--- config.mk ---
export PLATFORM = sky130hd
export DESIGN_NAME = ooo_execute
export DESIGN_NICKNAME = d
export VERILOG_FILES = /design/src/hw/ooo_execute_pkg.sv /design/src/hw/ooo_execute.sv /design/src/hw/execute_control.sv /design/src/hw/commit_slot.sv /design/src/hw/mul_pipeline.sv /design/src/hw/branch_resolver.sv /design/src/hw/int_alu.sv
export VERILOG_INCLUDE_DIRS = /design/src /design/src/hw
export SDC_FILE = /design/constraint.sdc
export NUM_CORES = 2
export LEC_CHECK = 0
export BUFFER_PORTS_ARGS = -buffer_cell sky130_fd_sc_hd__buf_2
export CAP_MARGIN = 5
export CELL_PAD_IN_SITES_DETAIL_PLACEMENT = 0
export CELL_PAD_IN_SITES_GLOBAL_PLACEMENT = 1
export CORE_ASPECT_RATIO = 1.25
export CORE_UTILIZATION = 50
export DETAILED_ROUTE_END_ITERATION = 8
export MAX_ROUTING_LAYER = met4
export PLACE_DENSITY_LB_ADDON = 0.3
export SETUP_SLACK_MARGIN = 0.1
export SLEW_MARGIN = 30
export SYNTH_ARGS = -nofsm -noshare
export SYNTH_HDL_FRONTEND = slang
export SYNTH_SLANG_ARGS = --single-unit
--- constraint.sdc ---
create_clock -name CLK -period 16.09 [get_ports CLK]
set_input_delay 0.8045 -clock CLK [delete_from_list [all_inputs] [get_ports CLK]]
set_output_delay 0.8045 -clock CLK [all_outputs]
set_load 0.01 [all_outputs]
--- src/hw/ooo_execute_macros.svh ---
/*
 * Execute stage sizing. Data width, register index width,
 * completion buffer depth and multiplier pipeline depth.
 */
`ifndef OOO_EXECUTE_MACROS_SVH
`define OOO_EXECUTE_MACROS_SVH

// data word width
`define XLEN 32

// architectural register index width
`define REG_ADDR_W 5

// completion buffer entries, index width follows from this
`define CB_ENTRIES 16

// multiplier pipeline depth
`define MUL_STAGES 3

`endif
--- src/hw/ooo_execute_pkg.sv ---
/*
 * Execute stage package. Operation classes, per-class function codes
 * and the result payloads carried into the commit slots.
 */
`include "ooo_execute_macros.svh"

package ooo_execute_pkg;

  localparam int CB_IDX_W = $clog2(`CB_ENTRIES);

  typedef logic [`XLEN-1:0]       word_t;
  typedef logic [`REG_ADDR_W-1:0] reg_idx_t;
  typedef logic [CB_IDX_W-1:0]    cb_idx_t;

  typedef enum logic [1:0] {
    OP_ALU    = 2'd0,
    OP_BRANCH = 2'd1,
    OP_JUMP   = 2'd2,
    OP_MUL    = 2'd3
  } op_class_t;

  typedef logic [3:0] func_t;

  // alu functions
  localparam func_t F_ADD  = 4'h0;
  localparam func_t F_SUB  = 4'h1;
  localparam func_t F_AND  = 4'h2;
  localparam func_t F_OR   = 4'h3;
  localparam func_t F_XOR  = 4'h4;
  localparam func_t F_SLL  = 4'h5;
  localparam func_t F_SRL  = 4'h6;
  localparam func_t F_SRA  = 4'h7;
  localparam func_t F_SLT  = 4'h8;
  localparam func_t F_SLTU = 4'h9;

  // branch conditions, same order as funct3
  localparam func_t F_BEQ  = 4'h0;
  localparam func_t F_BNE  = 4'h1;
  localparam func_t F_BLT  = 4'h4;
  localparam func_t F_BGE  = 4'h5;
  localparam func_t F_BLTU = 4'h6;
  localparam func_t F_BGEU = 4'h7;

  // jumps
  localparam func_t F_JAL  = 4'h0;
  localparam func_t F_JALR = 4'h1;

  // multiplies
  localparam func_t F_MUL    = 4'h0;
  localparam func_t F_MULH   = 4'h1;
  localparam func_t F_MULHSU = 4'h2;
  localparam func_t F_MULHU  = 4'h3;

  // register writeback result, 41 bits
  typedef struct packed {
    reg_idx_t rd;
    cb_idx_t  index;
    word_t    data;
  } wb_payload_t;

  // branch outcome for the predictor update, 38 bits
  typedef struct packed {
    cb_idx_t index;
    logic    taken;
    logic    prediction;
    word_t   resolved_addr;
  } br_payload_t;

endpackage

--- src/hw/ooo_execute.sv ---
/*
 * Integer execute stage top. Control, ALU, branch resolver,
 * multiplier and the three commit slots.
 */
`timescale 1ns/1ps

module ooo_execute import ooo_execute_pkg::*; (
  input  logic CLK, nRST, issue_valid, prediction, flush, stall_commit,
  input  op_class_t op_class,
  input  func_t func,
  input  word_t port_a, port_b, imm, pc,
  input  reg_idx_t rd,
  input  cb_idx_t cb_index,
  output logic issue_ready, au_done, mu_done, br_done, br_taken, br_prediction,
  output reg_idx_t au_rd, mu_rd,
  output cb_idx_t au_index, mu_index, br_index,
  output word_t au_wdata, mu_wdata, br_resolved_addr,
  output logic mispredict,
  output word_t redirect_addr
);

  logic mul_start, mul_advance, mul_clear, au_capture, br_capture;
  logic slot_hold, slot_clear, taken, mul_valid;
  word_t alu_result, resolved_addr;
  wb_payload_t mul_payload, au_payload, mu_payload;
  br_payload_t br_payload;

  execute_control control_i (.*);

  int_alu alu_i (.func, .port_a, .port_b, .pc, .op_class, .result(alu_result));

  branch_resolver branch_i (
    .op_class, .func, .port_a, .port_b, .imm, .pc, .prediction,
    .valid(au_capture | br_capture), .taken, .resolved_addr, .mispredict, .redirect_addr
  );

  mul_pipeline mul_i (
    .CLK, .nRST, .start(mul_start), .advance(mul_advance), .clear(mul_clear), .func,
    .port_a, .port_b, .rd, .cb_index, .out_valid(mul_valid), .out_payload(mul_payload)
  );

  commit_slot #(.payload_t(wb_payload_t)) au_slot_i (
    .CLK, .nRST, .capture(au_capture), .hold(slot_hold), .clear(slot_clear),
    .in_payload('{rd: rd, index: cb_index, data: alu_result}),
    .done(au_done), .out_payload(au_payload)
  );

  commit_slot #(.payload_t(wb_payload_t)) mu_slot_i (
    .CLK, .nRST, .capture(mul_valid), .hold(slot_hold), .clear(slot_clear),
    .in_payload(mul_payload), .done(mu_done), .out_payload(mu_payload)
  );

  commit_slot #(.payload_t(br_payload_t)) br_slot_i (
    .CLK, .nRST, .capture(br_capture), .hold(slot_hold), .clear(slot_clear),
    .in_payload('{index: cb_index, taken: taken, prediction: prediction,
                  resolved_addr: resolved_addr}),
    .done(br_done), .out_payload(br_payload)
  );

  // slot payloads out to the commit stage
  assign au_rd            = au_payload.rd;
  assign au_index         = au_payload.index;
  assign au_wdata         = au_payload.data;
  assign mu_rd            = mu_payload.rd;
  assign mu_index         = mu_payload.index;
  assign mu_wdata         = mu_payload.data;
  assign br_index         = br_payload.index;
  assign br_taken         = br_payload.taken;
  assign br_prediction    = br_payload.prediction;
  assign br_resolved_addr = br_payload.resolved_addr;

endmodule

--- src/hw/execute_control.sv ---
/*
 * Execute control. Accepts issued operations, steers them to a unit
 * and turns flush and commit stall into slot commands.
 */
`timescale 1ns/1ps

module execute_control import ooo_execute_pkg::*; (
  input  logic      CLK,
  input  logic      nRST,
  input  logic      issue_valid,
  input  op_class_t op_class,
  input  logic      flush,
  input  logic      stall_commit,
  output logic      issue_ready,
  output logic      mul_start,
  output logic      mul_advance,
  output logic      mul_clear,
  output logic      au_capture,
  output logic      br_capture,
  output logic      slot_hold,
  output logic      slot_clear
);

  logic accept;

  assign issue_ready = !stall_commit;

  // an op arriving alongside a flush is dropped
  assign accept = issue_valid && issue_ready && !flush;

  // jumps share the arithmetic slot for their link value
  assign au_capture = accept && (op_class == OP_ALU || op_class == OP_JUMP);
  assign br_capture = accept && (op_class == OP_BRANCH);
  assign mul_start  = accept && (op_class == OP_MUL);

  assign mul_advance = !stall_commit && !flush;
  assign mul_clear   = flush;

  assign slot_hold  = stall_commit;
  assign slot_clear = flush;

  assert property (@(posedge CLK) disable iff (!nRST) !(au_capture && br_capture));

  assert property (@(posedge CLK) disable iff (!nRST)
    stall_commit |-> !(au_capture || br_capture || mul_start));

endmodule

--- src/hw/commit_slot.sv ---
/*
 * Execute-to-commit slot. Registers one result with a done flag,
 * holds under commit stall and empties on flush.
 */
`timescale 1ns/1ps

module commit_slot import ooo_execute_pkg::*; #(
  parameter type payload_t = wb_payload_t
) (
  input  logic     CLK,
  input  logic     nRST,
  input  logic     capture,
  input  logic     hold,
  input  logic     clear,
  input  payload_t in_payload,
  output logic     done,
  output payload_t out_payload
);

  always_ff @(posedge CLK or negedge nRST) begin
    if (!nRST) begin
      done <= 1'b0;
    end else if (clear) begin
      done <= 1'b0;
    end else if (!hold) begin
      done <= capture;
    end
  end

  always_ff @(posedge CLK) begin
    if (clear) begin
      out_payload <= '0;
    end else if (!hold && capture) begin
      out_payload <= in_payload;
    end
  end

  // a done result is either freshly captured or one held over a stall
  assert property (@(posedge CLK) disable iff (!nRST)
    done |-> ($past(hold) ? $past(done) : $past(capture)));

endmodule

--- src/hw/mul_pipeline.sv ---
/*
 * Pipelined RV32M multiplier. Operands, product and half select
 * occupy one stage each; rd and completion index ride along.
 */
`timescale 1ns/1ps
`include "ooo_execute_macros.svh"

module mul_pipeline import ooo_execute_pkg::*; (
  input  logic        CLK,
  input  logic        nRST,
  input  logic        start,
  input  logic        advance,
  input  logic        clear,
  input  func_t       func,
  input  word_t       port_a,
  input  word_t       port_b,
  input  reg_idx_t    rd,
  input  cb_idx_t     cb_index,
  output logic        out_valid,
  output wb_payload_t out_payload
);

  localparam int LAST = `MUL_STAGES - 1;

  logic [`MUL_STAGES-1:0]    stage_valid;
  reg_idx_t                  stage_rd    [`MUL_STAGES];
  cb_idx_t                   stage_index [`MUL_STAGES];
  logic                      a_signed;
  logic                      b_signed;
  logic signed [`XLEN:0]     op_a_q;
  logic signed [`XLEN:0]     op_b_q;
  logic                      hi_q0;
  logic                      hi_q1;
  logic signed [2*`XLEN+1:0] product;
  logic [2*`XLEN-1:0]        product_q;
  word_t                     result_q;

  // operand signedness per function
  assign a_signed = (func == F_MULH) || (func == F_MULHSU);
  assign b_signed = (func == F_MULH);

  assign product = op_a_q * op_b_q;

  always_ff @(posedge CLK or negedge nRST) begin
    if (!nRST) begin
      stage_valid <= '0;
    end else if (clear) begin
      stage_valid <= '0;
    end else if (advance) begin
      stage_valid <= {stage_valid[LAST-1:0], start};
    end
  end

  always_ff @(posedge CLK) begin
    if (advance) begin
      stage_rd[0]    <= rd;
      stage_index[0] <= cb_index;
      for (int i = 1; i < `MUL_STAGES; i++) begin
        stage_rd[i]    <= stage_rd[i-1];
        stage_index[i] <= stage_index[i-1];
      end
      // stage 1 sign-extends to 33 bits so one signed multiply covers all four
      op_a_q    <= {a_signed & port_a[`XLEN-1], port_a};
      op_b_q    <= {b_signed & port_b[`XLEN-1], port_b};
      hi_q0     <= (func != F_MUL);
      product_q <= product[2*`XLEN-1:0];
      hi_q1     <= hi_q0;
      result_q  <= hi_q1 ? product_q[2*`XLEN-1:`XLEN] : product_q[`XLEN-1:0];
    end
  end

  assign out_valid         = stage_valid[LAST];
  assign out_payload.rd    = stage_rd[LAST];
  assign out_payload.index = stage_index[LAST];
  assign out_payload.data  = result_q;

  // flush must win over any pipeline movement
  assert property (@(posedge CLK) disable iff (!nRST) clear |-> !advance);

endmodule

--- src/hw/branch_resolver.sv ---
/*
 * Branch resolution. Evaluates the condition, forms jump targets
 * and raises a redirect when the front end guessed wrong.
 */
`timescale 1ns/1ps

module branch_resolver import ooo_execute_pkg::*; (
  input  op_class_t op_class,
  input  func_t     func,
  input  word_t     port_a,
  input  word_t     port_b,
  input  word_t     imm,
  input  word_t     pc,
  input  logic      prediction,
  input  logic      valid,
  output logic      taken,
  output word_t     resolved_addr,
  output logic      mispredict,
  output word_t     redirect_addr
);

  logic  is_branch;
  logic  is_jump;
  logic  cond;
  word_t branch_target;
  word_t jump_target;
  word_t pc4;

  assign is_branch = (op_class == OP_BRANCH);
  assign is_jump   = (op_class == OP_JUMP);

  always_comb begin
    case (func)
      F_BEQ:   cond = (port_a == port_b);
      F_BNE:   cond = (port_a != port_b);
      F_BLT:   cond = ($signed(port_a) < $signed(port_b));
      F_BGE:   cond = ($signed(port_a) >= $signed(port_b));
      F_BLTU:  cond = (port_a < port_b);
      F_BGEU:  cond = (port_a >= port_b);
      default: cond = 1'b0;
    endcase
  end

  assign pc4           = pc + 32'd4;
  assign branch_target = pc + imm;

  // jalr drops bit 0 of the computed address
  assign jump_target = (func == F_JALR) ? ((port_a + imm) & ~32'd1) : branch_target;

  assign taken         = is_branch & cond;
  assign resolved_addr = taken ? branch_target : pc4;

  // jumps always redirect, branches only on a wrong guess
  assign mispredict    = valid & (is_jump | (is_branch & (prediction != taken)));
  assign redirect_addr = is_jump ? jump_target : resolved_addr;

endmodule

--- src/hw/int_alu.sv ---
/*
 * Integer ALU. Ten RV32I register operations, plus the pc+4
 * link value for jumps.
 */
`timescale 1ns/1ps

module int_alu import ooo_execute_pkg::*; (
  input  func_t     func,
  input  word_t     port_a,
  input  word_t     port_b,
  input  word_t     pc,
  input  op_class_t op_class,
  output word_t     result
);

  word_t    alu_out;
  logic [4:0] shamt;

  assign shamt = port_b[4:0];

  always_comb begin
    case (func)
      F_ADD:   alu_out = port_a + port_b;
      F_SUB:   alu_out = port_a - port_b;
      F_AND:   alu_out = port_a & port_b;
      F_OR:    alu_out = port_a | port_b;
      F_XOR:   alu_out = port_a ^ port_b;
      F_SLL:   alu_out = port_a << shamt;
      F_SRL:   alu_out = port_a >> shamt;
      F_SRA:   alu_out = word_t'($signed(port_a) >>> shamt);
      F_SLT:   alu_out = word_t'($signed(port_a) < $signed(port_b));
      F_SLTU:  alu_out = word_t'(port_a < port_b);
      default: alu_out = '0;
    endcase
  end

  // jal and jalr both write the return address
  assign result = (op_class == OP_JUMP) ? pc + 32'd4 : alu_out;

endmodule

# Yosys cells after proc, flatten, opt, wreduce, memory -nomap -nowiden
# Memories as Yosys holds them, arrays and structs flattened. A register that Yosys moved wholly into a read port is not among the register bits.
# Cells that the tools add are included.
# W data, S select, Z words.
totals:
  reg_bits: 281
  mem_bits_rw: 27
  inputBits: 149
  elab_cells: 93
  n_memories: 2
mem_list:
  columns: ["memory", "depth", "width", "read_ports", "rd_clocked_by_memory_dff", "write_ports", "line", "text"]
  rows:
  - ["mul_i.stage_rd", 3, 5, 3, 1, 3, "mul_pipeline.sv:26", "reg_idx_t stage_rd [`MUL_STAGES];"]
  - ["mul_i.stage_index", 3, 4, 3, 1, 3, "mul_pipeline.sv:27", "cb_idx_t stage_index [`MUL_STAGES];"]
classes:
  n_addsub: 5
  mul: 1
  order_cmp: 4
  n_eq_ne: 16
  n_shift: 3
  muxes: 17
  n_bitwise: 10
  n_reduce_logical: 17
op_table:
  columns: ["operator", "n"]
  rows:
  - ["$pmux W32 S10", 1]
  - ["$mux W32", 5]
  - ["$add A32 B32 Y32", 3]
  - ["$ge A32 B32 Y1", 2]
  - ["$lt A32 B32 Y1", 2]
  - ["$mul A33 B33 Y64", 1]
  - ["$add A32 B3 Y32 const B", 1]
  - ["$and A32 B32 Y32", 1]
  - ["$eq A32 B32 Y1", 1]
  - ["$ne A32 B32 Y1", 1]
  - ["$or A32 B32 Y32", 1]
  - ["$shl A32 B5 Y32", 1]
  - ["$shr A32 B5 Y32", 1]
  - ["$sshr A32 B5 Y32", 1]
  - ["$sub A32 B32 Y32", 1]
  - ["$xor A32 B32 Y32", 1]
  - ["$eq A4 B3 Y1 const B", 4]
  - ["$logic_and A1 B1 Y1", 9]
  - ["$eq A4 B2 Y1 const B", 2]
  - ["$eq A4 B4 Y1 const B", 2]
  - ["$mux W1", 8]
  - ["$mux W3", 2]
  - ["$pmux W1 S6", 1]
  - ["$and A1 B1 Y1", 5]
  - ["12 further kinds", 16]

# Depth between registers and ports, before layout
logic_depth:
  word_depth: 7
  ltp_mapped: 28

# Modules after synthesis
# Synthesis repeated with hierarchy kept, for this count alone.
hier_totals:
  hier_cells: 7039
  area_unflattened_um2: 65376.5
modules_own_cells:
  columns: ["module", "n_inst", "cells_each", "area_each_um2"]
  rows:
  - ["mul_pipeline", 1, 4358, 44440.1]
  - ["int_alu", 1, 1360, 9257.6]
  - ["branch_resolver", 1, 758, 5452.7]
  - ["commit_slot (au_slot_i ...)", 2, 189, 2139.6]
  - ["commit_slot (br_slot_i)", 1, 176, 1880.6]
  - ["execute_control", 1, 8, 60.1]
  - ["ooo_execute", 1, 1, 6.3]

# Worst setup path before layout
# No wires, ideal clock.
synth_path:
  path_type: "input port to flip-flop"
  from: "in stall_commit"
  to: "reg au_slot_i.out_payload[30] (netlist name)"
  setup_ps: 122
  arrival_time_ps: 11220
  setup_slack_ps: 4748
  stages: 11
  path_buffers: 2
  path_cell_list: "clkbuf_1 -> nor2_1 -> nand2_1 -> or2_2 -> clkbuf_1 -> nor2_1 -> o211ai_1 -> a211oi_1 -> o21ai_0 -> a21oi_1 -> o31ai_1"
synth_via:
  elab_chain_cells: 5
synth_rtl:
  columns: ["item", "line", "text"]
  rows:
  - ["from (decl)", "ooo_execute.sv:8", "input logic CLK, nRST, issue_valid, prediction, flush, stall_commit,"]
  - ["$logic_not A1 Y1 *", null, null]
  - ["$logic_and A1 B1 Y1 (2 in a row)", "execute_control.sv:29", "assign accept = issue_valid && issue_ready && !flush;"]
  - ["$logic_and A1 B1 Y1", "execute_control.sv:32", "assign au_capture = accept && (op_class == OP_ALU || op_class == OP_JUMP);"]
  - ["$logic_and A1 B1 Y1 *", "commit_slot.sv:33", "end else if (!hold && capture) begin"]
  - ["to (signal assigned)", "commit_slot.sv:34", "out_payload <= in_payload;"]
  - ["to (decl)", "commit_slot.sv:17", "output payload_t out_payload"]
# Mark *: on every way between the ends. The rest lies on a longest branch, timed or not.
# A chain may end at the register's enable or synchronous reset.

# Final worst setup path
layout_path:
  from: "reg mul_i.op_b_q[0]"
  to: "reg mul_i.product_q[63], data pin"
layout_via:
  elab_chain_cells: 1
layout_rtl:
  columns: ["item", "line", "text"]
  rows:
  - ["from (decl)", "mul_pipeline.sv:31", "logic signed [`XLEN:0] op_b_q;"]
  - ["from (signal assigned)", "mul_pipeline.sv:64", "op_b_q <= {b_signed & port_b[`XLEN-1], port_b};"]
  - ["$mul A33 B33 Y64", "mul_pipeline.sv:42", "assign product = op_a_q * op_b_q;"]
  - ["via mul_i.product[63]", "mul_pipeline.sv:34", "logic signed [2*`XLEN+1:0] product;"]
  - ["to (signal assigned)", "mul_pipeline.sv:66", "product_q <= product[2*`XLEN-1:0];"]
  - ["to (decl)", "mul_pipeline.sv:35", "logic [2*`XLEN-1:0] product_q;"]
# The timed path passes the listed nets, and every way through them passes these cells.

==> impl_metrics.py <==
metrics = {
    "flow_run": {
        "drv.max_cap_violation_count": 0,
    },
    "sta": {
        "report.final.setup_viol": 0,
        "holdWs_ns": 0.398,
        "report.final.slew_viol_count": 0,
        "timing.clock.skew_ns": 0.0511,
        "share_of_the_clock_period_used_by_the_worst_path_pct": 57.4,
        "timing.max_slew.rel_slack_pct": 21.5,
        "rsz0062_at_grt": "false",
        "totalNegativeSetupSlack_ns": 0,
        "post-route-min-period_ns": 9.24,
        "worstMarginPinSlew_ns": 1.18,
        "max_freq_ghz": 0.108,
        "final_hold_viol_count": 0,
    },
    "layout": {
        "area_growth_pct": 7.17,
        "final_layout_size_suffix_gt1_share_pct": 9.22,
        "finalNetCount": 8438,
    },
    "cts": {
        "clock_tree.root_cell": "clkbuf_16",
        "cts.clk_slew.worst_paths_ns": 0.07,
        "post-cts-setup-buffer-count": 0,
        "clock-sinks": 317,
        "cts.hold.buffers_added": 1,
        "cts.path.max_buffers": 3,
        "post_cts.resized_instances": 0,
        "cts_bufs_inserted": 38,
        "cts_tree": "done",
        "clock_insertion_delay_at_the_later_pin_of_the_skew_report_ns": 0.65,
        "number_of_h_tree_levels": 2,
    },
    "critical_path": {
        "rr_worst_depth": 26,
        "crit-reg2reg-launch": "mul_i.op_b_q[0]",
        "critPathLaunch": "mul_i.op_b_q[0]",
        "crit_top_cell": "fa_1",
        "worst_ep_arrival_time_ns": 9.59,
        "critical_path_depth": 26,
        "worstSetupPathType": "reg -> reg",
        "crit_family": "adder cells",
        "critical_path_buf_inv_count": 6,
        "worst_setup_path_start_kind": "register",
        "critical-path-slowest-cell": "edfxtp_1",
        "worst_setup_path_end_kind": "register",
        "critical_path_peak_fanout": 18,
        "crit_required_ns": 16.44,
        "critical-path-max-stage-delay_ns": 0.65,
    },
    "route": {
        "detail_route.wirelength_um": 226000,
        "antenna_left": 0,
        "first_pass_iters": 7,
        "via_total_after_detailed_routing": 49772,
        "avgViaCountPerCell": 5.89,
        "detail_route.wl_per_cell_um": 26.7,
        "remaining_drc_errors": 12,
        "drt_iter0_markers": 3783,
    },
    "logic_synthesis": {
        "yosys.area.top_type": "fa_1",
        "synth_seq_cells": 317,
        "yosys-top-cells-count": "1188 x inv_1, 1129 x fa_1, 833 x nand2_1, 532 x and2_1, 371 x ha_1",
        "share_of_synthesized_area_occupied_by_flip_flops_and_latches_pct": 13.5,
        "synth_edf_count": 191,
        "cell_types_with_the_largest_area_share_after_synthesis": "fa_1 37%, edfxtp_1 9.3%, ha_1 7.6%, inv_1 7.3%, and2_1 5.4%",
        "average_instance_area_after_synthesis_um2": 9.18,
        "synth_top_cell_area_share_pct": 36.8,
        "gate_count_post_synth": 6695,
        "synth.most_common_cell": "inv_1",
        "synth_cell_type_count": 89,
        "post_synth_instance_area_um2": 61500,
        "ys.flop_type": "edfxtp_1",
        "mappedNetlistNets": 8344,
        "asyncSetResetFlopFracSynth_pct": 1.89,
        "yosys_warning_count": 0,
    },
    "floorplanning": {
        "die_height_um": 394,
        "rows": 143,
        "die-width_um": 316,
        "core_area_um2": 122000,
        "initial_core_util_pct": 50.5,
        "pin_count": 306,
        "floorplan.die_area_um2": 124000,
    },
    "run_status": {
        "outcome": "finished with violations",
        "failed_checks": "DRC",
    },
    "placement": {
        "routabilityCongestion": 1.02,
        "detailedPlacementHpwl_um": 173000,
        "placement.io_buffers": 305,
    },
    "global_routing": {
        "grt.overflow.total": 0,
        "first_global_vias": 53642,
        "grt_usage_pct": 38.2,
        "number_of_antenna_violations_at_the_first_check_in_global_routing": 34,
        "grt_first_pass_wirelength_um": 339000,
        "grt_start_max_net_pins": 89,
    },
    "min_path": {
        "min-delay-start": "rd[0]",
        "hold_depth": 1,
        "holdCritPathClass": "in -> reg",
    },
}
[final cells by class]
| class | instances | area, um2 |
|---|---|---|
| Clock buffer | 46 | 1010 |
| Tap cell | 1595 | 2000 |
| Inverter | 1192 | 4470 |
| Clock inverter | 24 | 280 |
| Timing Repair Buffer | 421 | 2420 |
| Fill cell | 11254 | 56000 |
| Sequential cell | 317 | 8290 |
| Multi-Input combinational cell | 4819 | 47300 |
| Antenna cell | 32 | 80.1 |
[placed cells by master (no fill, tap or decap), types with 66 or more instances in the layout]
| cell type | n |
|---|---|
| buf_2 | 303 |
| edfxtp_1 | 191 |
| o21ai_0 | 201 |
| inv_1 | 1188 |
| and2_1 | 532 |
| nor3_1 | 66 |
| a211oi_1 | 72 |
| xor2_1 | 67 |
| buf_4 | 113 |
| dfxtp_1 | 120 |
| nand3_1 | 70 |
| nor2_1 | 270 |
| nand2_1 | 832 |
| xnor2_1 | 117 |
| fa_1 | 1129 |
| a21oi_1 | 290 |
| ha_1 | 371 |
[per-layer routing]
metal | vias up | share of wire [%] | wire length, um | global-route usage (%)
met5 | - | 0 | 0 | -
li1 | 21455 | - | - | -
met3 | 771 | 7.4 | 16600 | 6.78
met1 | 25217 | 36 | 80500 | 42.4
met4 | 0 | 8.3 | 18800 | 25.3
met2 | 2329 | 49 | 110000 | 62.8
[metrics by stage]
step                instance area (um2)  instances  setup WS [ns]  utilization (%)
finish                            65900       8446           6.85             54.1
global placement                  64500       8339           6.74             52.9
detailed placement                64500       8339           6.78             52.9
global route                      65900       8444           6.51             54.1
floorplan                         61500       6695           4.75                -
CTS                               65800       8410           6.73             54.0
[worst paths after layout]
check	endpoint	slack, ns
min in group asynchronous	mul_i.stage_valid[0]	0.63
worst max-delay path	mul_i.product_q[63]	6.85
worst max register to register	mul_i.product_q[63]	6.85
worst min-delay path	mul_i.stage_rd[0][0]	0.40
worst min register to register	mul_i.stage_index[1][1]	0.42
max in group asynchronous	au_slot_i.done	15.32
[worst register-to-register path: cells and delay by family, from the launching register on]
family / cells / cell delay, ns
AOI/OAI and AO/OA: 6 / 2.30
adders and majority gates: 9 / 4.45
buffers and inverters: 6 / 0.33
DFF: 1 / 0.65
and+or+nand+nor: 5 / 1.22
[kinds of logic (layout without fill, tap and decap cells)]
group                    after synthesis  in the layout  synth area share [%]
AND/OR/NAND/NOR                     1994           1994                  15.7
buffers and inverters               1559           1683                  9.61
adder cells (fa/ha/maj)             1500           1500                  44.3
AO/OA/AOI/OAI                        967            967                  10.1
flip-flops                           317            317                  13.5
XOR/XNOR                             184            184                  2.62
multiplexers                         174            174                  4.25
other                                  0             32                     0
[registers in the layout, indices dropped and copies added, names as in the netlist]
register and flops:
au_slot_i.done 1, au_slot_i.out_payload 41, br_slot_i.done 1, br_slot_i.out_payload 38
mu_slot_i.done 1, mu_slot_i.out_payload 41, mul_i.hi_q0 1, mul_i.hi_q1 1
mul_i.op_a_q 33, mul_i.op_b_q 33, mul_i.product_q 64, mul_i.result_q 32
mul_i.stage_index 12, mul_i.stage_rd 15, mul_i.stage_valid 3
Power is not shown: default switching activity piles up to over one toggle a cycle in this logic, so the estimate is an artifact.
